## src/common/axi_lite_pkg.sv

```systemverilog
package axi_lite_pkg;

    ////////////////////////////////////////////////////////////////////////////
    // Bus widths
    ////////////////////////////////////////////////////////////////////////////

    localparam int ADDR_W = 32;             // Byte address
    localparam int DATA_W = 32;             // One memory word per beat
    localparam int STRB_W = DATA_W / 8;     // One strobe bit per byte lane

    ////////////////////////////////////////////////////////////////////////////
    // Response codes
    ////////////////////////////////////////////////////////////////////////////

    // Encoding as on the AXI BRESP / RRESP wires
    // EXOKAY and DECERR are never produced by this slave
    typedef enum logic [1:0] {
        OKAY   = 2'b00,
        SLVERR = 2'b10
    } axi_resp_t;

    ////////////////////////////////////////////////////////////////////////////
    // Memory bank FSM
    ////////////////////////////////////////////////////////////////////////////

    // One response per state, write before read
    typedef enum logic [1:0] {
        IDLE       = 2'b00,     // Nothing to report
        WRITE_RESP = 2'b01,     // write_done pulse
        READ_RESP  = 2'b10      // read_valid pulse with data
    } mem_state_t;

endpackage : axi_lite_pkg

```

## src/axi_slave/axi_slave.sv

```systemverilog
`timescale 1ns/1ns

module axi_slave import axi_lite_pkg::*; (
    input  logic              read_channel,
    input  logic              rst_n_i,

    // Write address channel
    input  logic [ADDR_W-1:0] awaddr_i,
    input  logic              awvalid_i,
    output logic              awready_o,

    // Write data channel
    input  logic [DATA_W-1:0] wdata_i,
    input  logic [STRB_W-1:0] wstrb_i,
    input  logic              wvalid_i,
    output logic              wready_o,

    // Write response channel
    output axi_resp_t         bresp_o,
    output logic              bvalid_o,
    input  logic              bready_i,

    // Read address channel
    input  logic [ADDR_W-1:0] araddr_i,
    input  logic              arvalid_i,
    output logic              arready_o,

    // Read data channel
    output logic [DATA_W-1:0] rdata_o,
    output axi_resp_t         rresp_o,
    output logic              rvalid_o,
    input  logic              rready_i,

    // Memory side, write
    input  logic              write_error_i,
    input  logic              write_done_i,
    output logic [ADDR_W-1:0] write_address_o,
    output logic [DATA_W-1:0] write_data_o,
    output logic [STRB_W-1:0] write_strobe_o,
    output logic              write_request_o,

    // Memory side, read
    input  logic [DATA_W-1:0] read_data_i,
    input  logic              read_valid_i,
    input  logic              read_error_i,
    output logic [ADDR_W-1:0] read_address_o,
    output logic              read_request_o,

    // Stall from the sequencer
    input  logic              stop_write_i,
    input  logic              stop_read_i
);

    ////////////////////////////////////////////////////////////////////////////
    // Write path
    ////////////////////////////////////////////////////////////////////////////

    always_ff @(posedge read_channel) begin : write_handshake
        if (!rst_n_i) begin
            awready_o <= 1'b1;              // Ready straight out of reset
            wready_o  <= 1'b1;
            bvalid_o  <= 1'b0;
            bresp_o   <= OKAY;
        end else begin
            // Stall one cycle after the sequencer asks for it
            awready_o <= !stop_write_i;
            wready_o  <= !stop_write_i;

            if (write_done_i) begin
                bvalid_o <= 1'b1;           // Memory finished the write
                bresp_o  <= write_error_i ? SLVERR : OKAY;
            end else if (bvalid_o && bready_i) begin
                // Master took the response
                bvalid_o <= 1'b0;
                bresp_o  <= OKAY;
            end
        end
    end : write_handshake

    // AW and W arrive together, both handshakes in one cycle
    assign write_request_o = awvalid_i & awready_o & wvalid_i & wready_o;

    assign write_address_o = awaddr_i;
    assign write_data_o    = wdata_i;
    assign write_strobe_o  = wstrb_i;

    ////////////////////////////////////////////////////////////////////////////
    // Read path
    ////////////////////////////////////////////////////////////////////////////

    // Read word, captured only when the memory presents it
    always_ff @(posedge read_channel) begin : read_payload
        if (read_valid_i) begin
            rdata_o <= read_data_i;
        end
    end : read_payload

    always_ff @(posedge read_channel) begin : read_handshake
        if (!rst_n_i) begin
            arready_o <= 1'b1;
            rvalid_o  <= 1'b0;
            rresp_o   <= OKAY;
        end else begin
            arready_o <= !stop_read_i;      // Same stall scheme as the write side

            if (read_valid_i) begin
                // Response stored with its own data word
                rvalid_o <= 1'b1;
                rresp_o  <= read_error_i ? SLVERR : OKAY;
            end else if (rvalid_o && rready_i) begin
                rvalid_o <= 1'b0;           // Data consumed
                rresp_o  <= OKAY;
            end
        end
    end : read_handshake

    // Address accepted when valid meets ready
    assign read_request_o = arvalid_i & arready_o;
    assign read_address_o = araddr_i;

endmodule : axi_slave

```

## src/hdl/access_sequencer.sv

```systemverilog
`timescale 1ns/1ns

module access_sequencer (
    input  logic read_channel,
    input  logic rst_n_i,

    // Accepted requests from the slave
    input  logic write_request_i,
    input  logic read_request_i,

    // Response handshakes seen on the bus
    input  logic bvalid_i,
    input  logic bready_i,
    input  logic rvalid_i,
    input  logic rready_i,

    // Stalls back to the slave
    output logic stop_write_o,
    output logic stop_read_o
);

    logic write_busy_q;     // A write is waiting for its B handshake
    logic read_busy_q;      // A read is waiting for its R handshake
    logic b_done;
    logic r_done;

    assign b_done = bvalid_i & bready_i;
    assign r_done = rvalid_i & rready_i;

    ////////////////////////////////////////////////////////////////////////////
    // Outstanding flags
    ////////////////////////////////////////////////////////////////////////////

    always_ff @(posedge read_channel) begin : outstanding
        if (!rst_n_i) begin
            write_busy_q <= 1'b0;
            read_busy_q  <= 1'b0;
        end else begin
            // Set on the request, cleared by the completing handshake
            if (write_request_i) begin
                write_busy_q <= 1'b1;
            end else if (b_done) begin
                write_busy_q <= 1'b0;
            end

            if (read_request_i) begin
                read_busy_q <= 1'b1;
            end else if (r_done) begin
                read_busy_q <= 1'b0;
            end
        end
    end : outstanding

    ////////////////////////////////////////////////////////////////////////////
    // Stall outputs
    ////////////////////////////////////////////////////////////////////////////

    // The request stalls in its own cycle, the handshake releases in its own cycle
    // so ready returns the cycle after the response is taken
    assign stop_write_o = (write_busy_q & ~b_done) | write_request_i;
    assign stop_read_o  = (read_busy_q & ~r_done) | read_request_i;

endmodule : access_sequencer

```

## src/hdl/mem_bank.sv

```systemverilog
`timescale 1ns/1ns

module mem_bank import axi_lite_pkg::*; #(
    parameter int                MEM_DEPTH = 64,    // Words, power of two
    parameter logic [ADDR_W-1:0] BASE_ADDR = '0     // Byte address of word 0
) (
    input  logic              read_channel,
    input  logic              rst_n_i,

    // Write request
    input  logic              write_request_i,
    input  logic [ADDR_W-1:0] write_address_i,
    input  logic [DATA_W-1:0] write_data_i,
    input  logic [STRB_W-1:0] write_strobe_i,

    // Read request
    input  logic              read_request_i,
    input  logic [ADDR_W-1:0] read_address_i,

    // Responses
    output logic              write_done_o,
    output logic              write_error_o,
    output logic [DATA_W-1:0] read_data_o,
    output logic              read_valid_o,
    output logic              read_error_o
);

    localparam int IDX_W = (MEM_DEPTH > 1) ? $clog2(MEM_DEPTH) : 1;
    localparam logic [ADDR_W:0] LIMIT = {1'b0, BASE_ADDR} + 4 * MEM_DEPTH;  // First byte past bank

    logic [DATA_W-1:0] mem_q [MEM_DEPTH];

    mem_state_t        state_q, state_d;
    logic              read_pending_q, read_pending_d;  // Read parked behind a write
    logic [ADDR_W-1:0] pending_addr_q;
    logic              serve_read;                      // Read done at this edge
    logic [ADDR_W-1:0] rd_addr;
    logic              wr_ok, rd_ok;
    logic              write_error_q, read_error_q;
    logic [DATA_W-1:0] read_data_q;

    ////////////////////////////////////////////////////////////////////////////
    // Address decode
    ////////////////////////////////////////////////////////////////////////////

    // Inside the bank and on a word boundary
    function automatic logic addr_ok(input logic [ADDR_W-1:0] addr);
        return (addr >= BASE_ADDR) && ({1'b0, addr} < LIMIT) && (addr[1:0] == 2'b00);
    endfunction

    function automatic logic [IDX_W-1:0] word_index(input logic [ADDR_W-1:0] addr);
        logic [ADDR_W-1:0] offset;
        offset = addr - BASE_ADDR;
        return offset[IDX_W+1:2];
    endfunction

    assign rd_addr = read_pending_q ? pending_addr_q : read_address_i;
    assign wr_ok   = addr_ok(write_address_i);
    assign rd_ok   = addr_ok(rd_addr);

    ////////////////////////////////////////////////////////////////////////////
    // Sequencing, write first then read
    ////////////////////////////////////////////////////////////////////////////

    always_comb begin : next_state
        state_d        = IDLE;
        read_pending_d = read_pending_q;
        serve_read     = 1'b0;
        if (write_request_i) begin
            state_d        = WRITE_RESP;
            read_pending_d = read_pending_q | read_request_i;   // Colliding read waits
        end else if (read_pending_q || read_request_i) begin
            state_d        = READ_RESP;
            read_pending_d = 1'b0;
            serve_read     = 1'b1;
        end
    end : next_state

    always_ff @(posedge read_channel) begin : control
        if (!rst_n_i) begin
            state_q        <= IDLE;
            read_pending_q <= 1'b0;
            write_error_q  <= 1'b0;
            read_error_q   <= 1'b0;
        end else begin
            state_q        <= state_d;
            read_pending_q <= read_pending_d;
            if (write_request_i) write_error_q <= !wr_ok;
            if (serve_read)      read_error_q  <= !rd_ok;
        end
    end : control

    ////////////////////////////////////////////////////////////////////////////
    // Storage
    ////////////////////////////////////////////////////////////////////////////

    always_ff @(posedge read_channel) begin : storage
        if (!rst_n_i) begin
            for (int i = 0; i < MEM_DEPTH; i++) begin
                mem_q[i] <= '0;
            end
        end else if (write_request_i && wr_ok) begin
            // Only strobed lanes change
            for (int b = 0; b < STRB_W; b++) begin
                if (write_strobe_i[b]) begin
                    mem_q[word_index(write_address_i)][8*b +: 8] <= write_data_i[8*b +: 8];
                end
            end
        end
    end : storage

    always_ff @(posedge read_channel) begin : read_port
        if (serve_read) begin
            read_data_q <= rd_ok ? mem_q[word_index(rd_addr)] : '0;   // Zero on error
        end
        if (write_request_i && read_request_i) begin
            pending_addr_q <= read_address_i;
        end
    end : read_port

    // One pulse per response, decoded from the state
    always_comb begin : outputs
        write_done_o = 1'b0;
        read_valid_o = 1'b0;
        case (state_q)
            WRITE_RESP: write_done_o = 1'b1;
            READ_RESP:  read_valid_o = 1'b1;
            default:    ;
        endcase
    end : outputs

    assign write_error_o = write_error_q;
    assign read_error_o  = read_error_q;
    assign read_data_o   = read_data_q;

endmodule : mem_bank

```

## src/hdl/axi_lite_mem_top.sv

```systemverilog
`timescale 1ns/1ns

module axi_lite_mem_top import axi_lite_pkg::*; #(
    parameter int                MEM_DEPTH = 64,
    parameter logic [ADDR_W-1:0] BASE_ADDR = '0
) (
    input  logic              read_channel,
    input  logic              rst_n_i,

    input  logic [ADDR_W-1:0] awaddr_i,
    input  logic              awvalid_i,
    output logic              awready_o,

    input  logic [DATA_W-1:0] wdata_i,
    input  logic [STRB_W-1:0] wstrb_i,
    input  logic              wvalid_i,
    output logic              wready_o,

    output axi_resp_t         bresp_o,
    output logic              bvalid_o,
    input  logic              bready_i,

    input  logic [ADDR_W-1:0] araddr_i,
    input  logic              arvalid_i,
    output logic              arready_o,

    output logic [DATA_W-1:0] rdata_o,
    output axi_resp_t         rresp_o,
    output logic              rvalid_o,
    input  logic              rready_i
);

    // Slave to memory
    logic              write_request;
    logic [ADDR_W-1:0] write_address;
    logic [DATA_W-1:0] write_data;
    logic [STRB_W-1:0] write_strobe;
    logic              read_request;
    logic [ADDR_W-1:0] read_address;

    // Memory to slave
    logic              write_done;
    logic              write_error;
    logic [DATA_W-1:0] read_data;
    logic              read_valid;
    logic              read_error;

    // Sequencer to slave
    logic              stop_write;
    logic              stop_read;

    ////////////////////////////////////////////////////////////////////////////
    // Bus port
    ////////////////////////////////////////////////////////////////////////////

    axi_slave u_axi_slave (
        .read_channel    (read_channel),
        .rst_n_i         (rst_n_i),
        .awaddr_i        (awaddr_i),
        .awvalid_i       (awvalid_i),
        .awready_o       (awready_o),
        .wdata_i         (wdata_i),
        .wstrb_i         (wstrb_i),
        .wvalid_i        (wvalid_i),
        .wready_o        (wready_o),
        .bresp_o         (bresp_o),
        .bvalid_o        (bvalid_o),
        .bready_i        (bready_i),
        .araddr_i        (araddr_i),
        .arvalid_i       (arvalid_i),
        .arready_o       (arready_o),
        .rdata_o         (rdata_o),
        .rresp_o         (rresp_o),
        .rvalid_o        (rvalid_o),
        .rready_i        (rready_i),
        .write_error_i   (write_error),
        .write_done_i    (write_done),
        .write_address_o (write_address),
        .write_data_o    (write_data),
        .write_strobe_o  (write_strobe),
        .write_request_o (write_request),
        .read_data_i     (read_data),
        .read_valid_i    (read_valid),
        .read_error_i    (read_error),
        .read_address_o  (read_address),
        .read_request_o  (read_request),
        .stop_write_i    (stop_write),
        .stop_read_i     (stop_read)
    );

    // Watches the response handshakes on the external wires
    access_sequencer u_access_sequencer (
        .read_channel    (read_channel),
        .rst_n_i         (rst_n_i),
        .write_request_i (write_request),
        .read_request_i  (read_request),
        .bvalid_i        (bvalid_o),
        .bready_i        (bready_i),
        .rvalid_i        (rvalid_o),
        .rready_i        (rready_i),
        .stop_write_o    (stop_write),
        .stop_read_o     (stop_read)
    );

    ////////////////////////////////////////////////////////////////////////////
    // Storage
    ////////////////////////////////////////////////////////////////////////////

    mem_bank #(
        .MEM_DEPTH (MEM_DEPTH),
        .BASE_ADDR (BASE_ADDR)
    ) u_mem_bank (
        .read_channel    (read_channel),
        .rst_n_i         (rst_n_i),
        .write_request_i (write_request),
        .write_address_i (write_address),
        .write_data_i    (write_data),
        .write_strobe_i  (write_strobe),
        .read_request_i  (read_request),
        .read_address_i  (read_address),
        .write_done_o    (write_done),
        .write_error_o   (write_error),
        .read_data_o     (read_data),
        .read_valid_o    (read_valid),
        .read_error_o    (read_error)
    );

endmodule : axi_lite_mem_top

```

## config.mk

```make
export PLATFORM = sky130hd
export DESIGN_NAME = axi_lite_mem_top
export DESIGN_NICKNAME = d
export VERILOG_FILES = /design/src/common/axi_lite_pkg.sv /design/src/axi_slave/axi_slave.sv /design/src/hdl/access_sequencer.sv /design/src/hdl/mem_bank.sv /design/src/hdl/axi_lite_mem_top.sv
export SDC_FILE = /design/constraint.sdc
export NUM_CORES = 2
export LEC_CHECK = 0
export BUFFER_PORTS_ARGS = -buffer_cell sky130_fd_sc_hd__buf_2
export CORE_MARGIN = 2
export CORE_UTILIZATION = 60
export CTS_BUF_LIST = sky130_fd_sc_hd__clkbuf_4 sky130_fd_sc_hd__clkbuf_8
export DETAILED_ROUTE_END_ITERATION = 7
export PLACE_DENSITY = 0.77
export SYNTH_ARGS = -nofsm -noshare
export SYNTH_HDL_FRONTEND = slang
export SYNTH_SLANG_ARGS = --single-unit
```

## constraint.sdc

```tcl
create_clock -name read_channel -period 3.3 [get_ports read_channel]
set_input_delay 0.66 -clock read_channel [delete_from_list [all_inputs] [get_ports read_channel]]
set_output_delay 0.66 -clock read_channel [all_outputs]
set_load 0.05 [all_outputs]
```

# After elaboration in Yosys (flattened, before gate mapping)
# Memories as Yosys holds them, arrays and structs flattened. A register that Yosys moved wholly into a read port is not among the register bits.
# Cells that the tools add are included.
[totals]
register_bits = 79
ramBits = 2048
word_cells = 102
n_memories = 1
[classes]
order_cmp = 4
n_eq_ne = 2
n_mux = 43
bitwise_logic = 14
n_reduce_logical = 23
[memory_table]
columns = ["name", "depth", "width", "rd", "rd_ports_with_merged_regs", "write_ports", "line", "rtl"]
rows = [
  ["u_mem_bank.mem_q", 64, 32, 1, 1, 64, "mem_bank.sv:31", "logic [DATA_W-1:0] mem_q [MEM_DEPTH];"],
]
[op_table]
columns = ["operator", "count"]
rows = [
  ["$ge 32x1->1 const B", 2],
  ["$lt 32x9->1 const B", 2],
  ["$mux 32", 2],
  ["$mux 1", 32],
  ["$reduce_or 32->1", 1],
  ["$mux 2", 7],
  ["$reduce_bool 2->1", 5],
  ["$and 1x1->1", 8],
  ["$logic_and 1x1->1", 8],
  ["$mux 6", 1],
  ["$logic_not 1->1", 5],
  ["$logic_not 2->1", 2],
  ["$mux 4", 1],
  ["$not 1->1", 3],
  ["$or 1x1->1", 3],
  ["$eq 2x1->1 const B", 1],
  ["$eq 2x2->1 const B", 1],
  ["$reduce_or 2->1", 1],
  ["$logic_or 1x1->1", 1],
]

# Depth between registers and ports, before layout
[depth]
word_depth = 9
depth_mapped = 13
ltp_nobuf = 7

# Cells and area by module
# From an unflattened synthesis, not the netlist that was laid out.
[unflattened]
cells_unflattened = 9077
hier_area_um2 = 97930.2
[modules_own_cells]
columns = ["module", "n_inst", "cells_per_inst", "area_each_um2"]
rows = [
  ["mem_bank", 1, 8907, 95887.0],
  ["axi_slave", 1, 158, 1950.6],
  ["access_sequencer", 1, 12, 92.6],
]

# Worst setup path after synthesis
# Ideal clock, no wire load.
[synth_path]
path_type = "register -> register"
startpoint = "register u_axi_slave.awready_o"
endpoint = "memory u_mem_bank.mem_q[0][0], enable pin"
setup_ns = 0.384
arrival_ns = 2.625
setup_slack_ns = 0.291
path_stages_with_launch = 10
n_path_buf = 3
synth_period_minus_slack_ns = 3.009
path_cell_list = "dfxtp_1 -> and3_1 -> clkbuf_1 -> nand4_1 -> nor2_1 -> and2_1 -> clkbuf_1 -> nand2_1 -> clkbuf_1 -> o21ai_0"
[synth_rtl]
columns = ["element", "line", "rtl"]
rows = [
  ["start: declaration", "axi_slave.sv:10", "output logic awready_o,"],
  ["start signal: assignment", "axi_slave.sv:66", "awready_o <= !stop_write_i;"],
  ["end: declaration", "mem_bank.sv:31", ""],
]

# Final worst setup path
[layout_path]
startpoint = "register u_mem_bank.read_pending_q"
endpoint = "register u_mem_bank.read_data_q[25], in the netlist u_mem_bank.read_data_o[25], read port of u_mem_bank.mem_q, data pin"
[layout_between]
elab_chain_cells = 5
word_cells_on_any_way = 10
cone_classes = "2 x order compare; 3 x mux; 5 x reduce/logical"
[layout_rtl]
columns = ["element", "line", "rtl"]
rows = [
  ["start: declaration", "mem_bank.sv:34", "logic read_pending_q, read_pending_d;"],
  ["start signal: assignment", "mem_bank.sv:87", "read_pending_q <= read_pending_d;"],
  ["$mux 32", "mem_bank.sv:57", "assign rd_addr = read_pending_q ? pending_addr_q : read_address_i;"],
  ["$ge 32x1->1 / $lt 32x9->1 (equally long branches)", "mem_bank.sv:48", "return (addr >= BASE_ADDR) && ({1'b0, addr} < LIMIT) && (addr[1:0] == 2'b00);"],
  ["$logic_and 1x1->1 (2 in series)", "mem_bank.sv:48", ""],
  ["$logic_not 1->1 (no line)", "-", ""],
  ["end: declaration", "mem_bank.sv:40", "logic [DATA_W-1:0] read_data_q;"],
]
# Several ways; a longest one is shown, not always the timed one.
# A chain may end at the register's enable or synchronous reset.

==> results.json <==
{
  "status": "finished with violations",
  "violations": "setup timing",
  "setup_viol": 4,
  "synth_top_area_frac": 0.684,
  "fmax_mhz": 299,
  "worstPathArrival_ns": 4.26,
  "cts.reportedPaths.clkPinSlew_ns": 0.06,
  "synth-xor-area-share": 0,
  "setup_slack_ns": -0.0405,
  "ys_seq_area_frac": 0.687,
  "fillCellCount": 10173,
  "synth-simple-area-share": 0.167,
  "r2r_slack_ns": -0.04,
  "drive_gt1_frac": 0.187,
  "hold_class": "primary input to flop",
  "multi_input_comb_area_um2": 26500,
  "crit_type": "flop to flop",
  "startpoint_type": "flop",
  "layout_common_cells": "2144 x edfxtp_1, 2062 x nor2_1, 1329 x nand2_1",
  "synth-adder-area-share": 0,
  "rows": 145,
  "power.total_uw": 58300,
  "vias": 73904,
  "finalHoldViolCount": 0,
  "synth_top_family_by_area": "simple AND/OR/NAND/NOR gates",
  "yosysUniqueCellTypes": 56,
  "mostFrequentLayoutCell": "edfxtp_1",
  "synth_top_area_cell": "edfxtp_1",
  "die_area_um2": 160000,
  "die_h_um": 400,
  "ctsRootBufferMaster": "clkbuf_8",
  "async_reset_ff_frac": 0,
  "numCtsBuffers": 348,
  "groute.usage.overall": 0.385,
  "grt_pass1_wl_mm": 448,
  "rsz0062_at_grt": "yes",
  "drtAntennaViolNets": 0,
  "fin_nets": 9124,
  "core_area_um2": 156000,
  "regArea_um2": 64600,
  "die_x_um": 400,
  "synth_top_flop_cell": "edfxtp_1",
  "globalplace.congestion": 0.976,
  "pre_cts_ws_ns": -0.791,
  "ys_ff_latch": 2157,
  "fin_util": 0.706,
  "end_kind": "flop",
  "slew_headroom": 0.214,
  "clock-sinks": 2157,
  "p_leak_uw": 0.0389,
  "io_buffers": 145,
  "yosysWarnings": 0,
  "floorplan.initialDensity": 0.603,
  "cts-htree-levels": 5,
  "grt_pass1_vias": 70550,
  "critPathMaxFanout": 30,
  "drc": 0,
  "grt-ovfl-total": 0,
  "synth.area.mux_share": 0.0448,
  "period_share": 1.01,
  "area_growth_pct": 17.1,
  "ios": 148,
  "syn_inst": 8318,
  "wirelength_mm": 314,
  "clockBufferDepth": 4,
  "required_ns": 4.22,
  "via_per_inst": 6.53,
  "irDropWorstVdd_mv": 0.469,
  "drv_cap": 0,
  "synth_edf_count": 2144,
  "clock_skew_ns": 0.0555,
  "worstMarginPinSlew_ns": 1.18,
  "grt_start_max_net_pins": 184,
  "cts_tree": "built",
  "worstSkewPairLatency_ns": 1.06,
  "synth-compound-area-share": 0.0646,
  "dp_hpwl_mm": 196,
  "antenna_found_initial": 25,
  "synth.avg_cell_area_um2": 11.3,
  "dr.first_iter.drc_count": 13663,
  "wl_per_cell_um": 27.7,
  "powerDensity_nw_per_um2": 529,
  "maxSlewViolCount": 0,
  "syn_area_um2": 94100,
  "synthTopCellsByArea": "edfxtp_1 68%, nor2_1 8.2%, nand2_1 5.4%",
  "drt_pass1_iterations": 7,
  "finalCriticalPeriod_ns": 3.34
}
==> power by group <==
part           leakage (uW)  internal [uW]  switching, uW
logic                0.0132           1720           3320
registers            0.0224          30900            322
clock network       0.00339          11600          10400
==> path summary, 6_finish.rpt <==
kind	end	cells after the start	startpoint
hold / removal	u_mem_bank.write_error_o$_SDFFE_PN0P_	6	awaddr_i[13]
hold reg to reg	u_axi_slave.rdata_o[5]$_DFFE_PP_	0	u_mem_bank.read_data_o[5]$_SDFFCE_PN0P_
setup reg to reg	u_mem_bank.read_data_o[25]$_SDFFCE_PN0P_	12	u_mem_bank.read_pending_q$_SDFFE_PN0P_
setup / recovery	u_mem_bank.read_data_o[25]$_SDFFCE_PN0P_	12	u_mem_bank.read_pending_q$_SDFFE_PN0P_
==> flip-flops by register name (all words and copies together), names as in the netlist, 2 cells and up <==
| register | count |
|---|---|
| u_mem_bank.state_q | 2 |
| u_axi_slave.rdata_o | 32 |
| u_mem_bank.pending_addr_q | 32 |
| u_mem_bank.read_data_o | 32 |
| u_mem_bank.mem_q | 2048 |
==> layout make-up <==
type,count,area share
sequential,2157,0.587
multi-input combinational,5372,0.241
timing repair buffer,1136,0.0907
clock buffer,468,0.0523
tap,2058,0.0234
clock inverter,114,0.00562
antenna,12,0.000273
inverter,2,0.0000681
==> kinds of logic (layout without fill, tap and decap cells) <==
group,count (synthesis),in the layout
buf+inv,790,1720
compound gates,1063,1063
flops,2157,2157
mux,399,399
other cells,1,14
simple gates,3908,3908
==> routing by layer <==
metal  GRT usage  up-vias  share of wire
met5           0        -        0.00045
met2       0.566     6936           0.43
met4       0.210       18          0.063
li1            -    30678              -
met1       0.504    35142           0.33
met3       0.134     1130           0.18
==> synth_stat cells (25+ instances only) <==
cell,instances
a21oi_1,442
a221o_1,25
a31oi_1,34
a32oi_1,43
and3_1,33
buf_1,34
buf_2,158
buf_4,43
clkbuf_1,537
edfxtp_1,2144
mux2i_1,375
nand2_1,1365
nand3_1,168
nand4_1,26
nor2_1,2067
nor4_1,180
o21ai_0,284
o22ai_1,173
o31ai_1,25
or4_1,28
==> critical path: stages (launching register included) <==
cell and delay (ns):
dfxtp_2 0.36, buf_12 0.17, buf_4 0.22, mux2i_4 0.33
buf_6 0.21, buf_16 0.26, buf_12 0.18, buf_12 0.20
nand2_1 0.10, a21oi_1 0.16, nor4_1 0.06, a21oi_1 0.66
a221o_1 0.28
==> stage by stage <==
stage	std cells	hold WS [ns]	TNS (ns)	cell area, um^2
6_report	11319	0.155	-0.116	110000
5_1_grt	11312	0.179	-0.0833	110000
4_1_cts	11302	0.0876	-0.00704	110000
3_5_place_dp	10678	0.419	-7.03	103000
3_3_place_gp	10678	0.404	-6.25	103000
2_1_floorplan	8319	0.400	0	94100
==> timing repair <==
item                                    CTS  global route
gates resized for setup                  33            43
hold endpoints to repair                 45             0
hold buffers                             37             0
cloned                                    1             3
pin swaps                                 1             4
endpoints found under the setup margin   16            22
setup buffers                             4             2
Power figures use the tool's default switching activity.
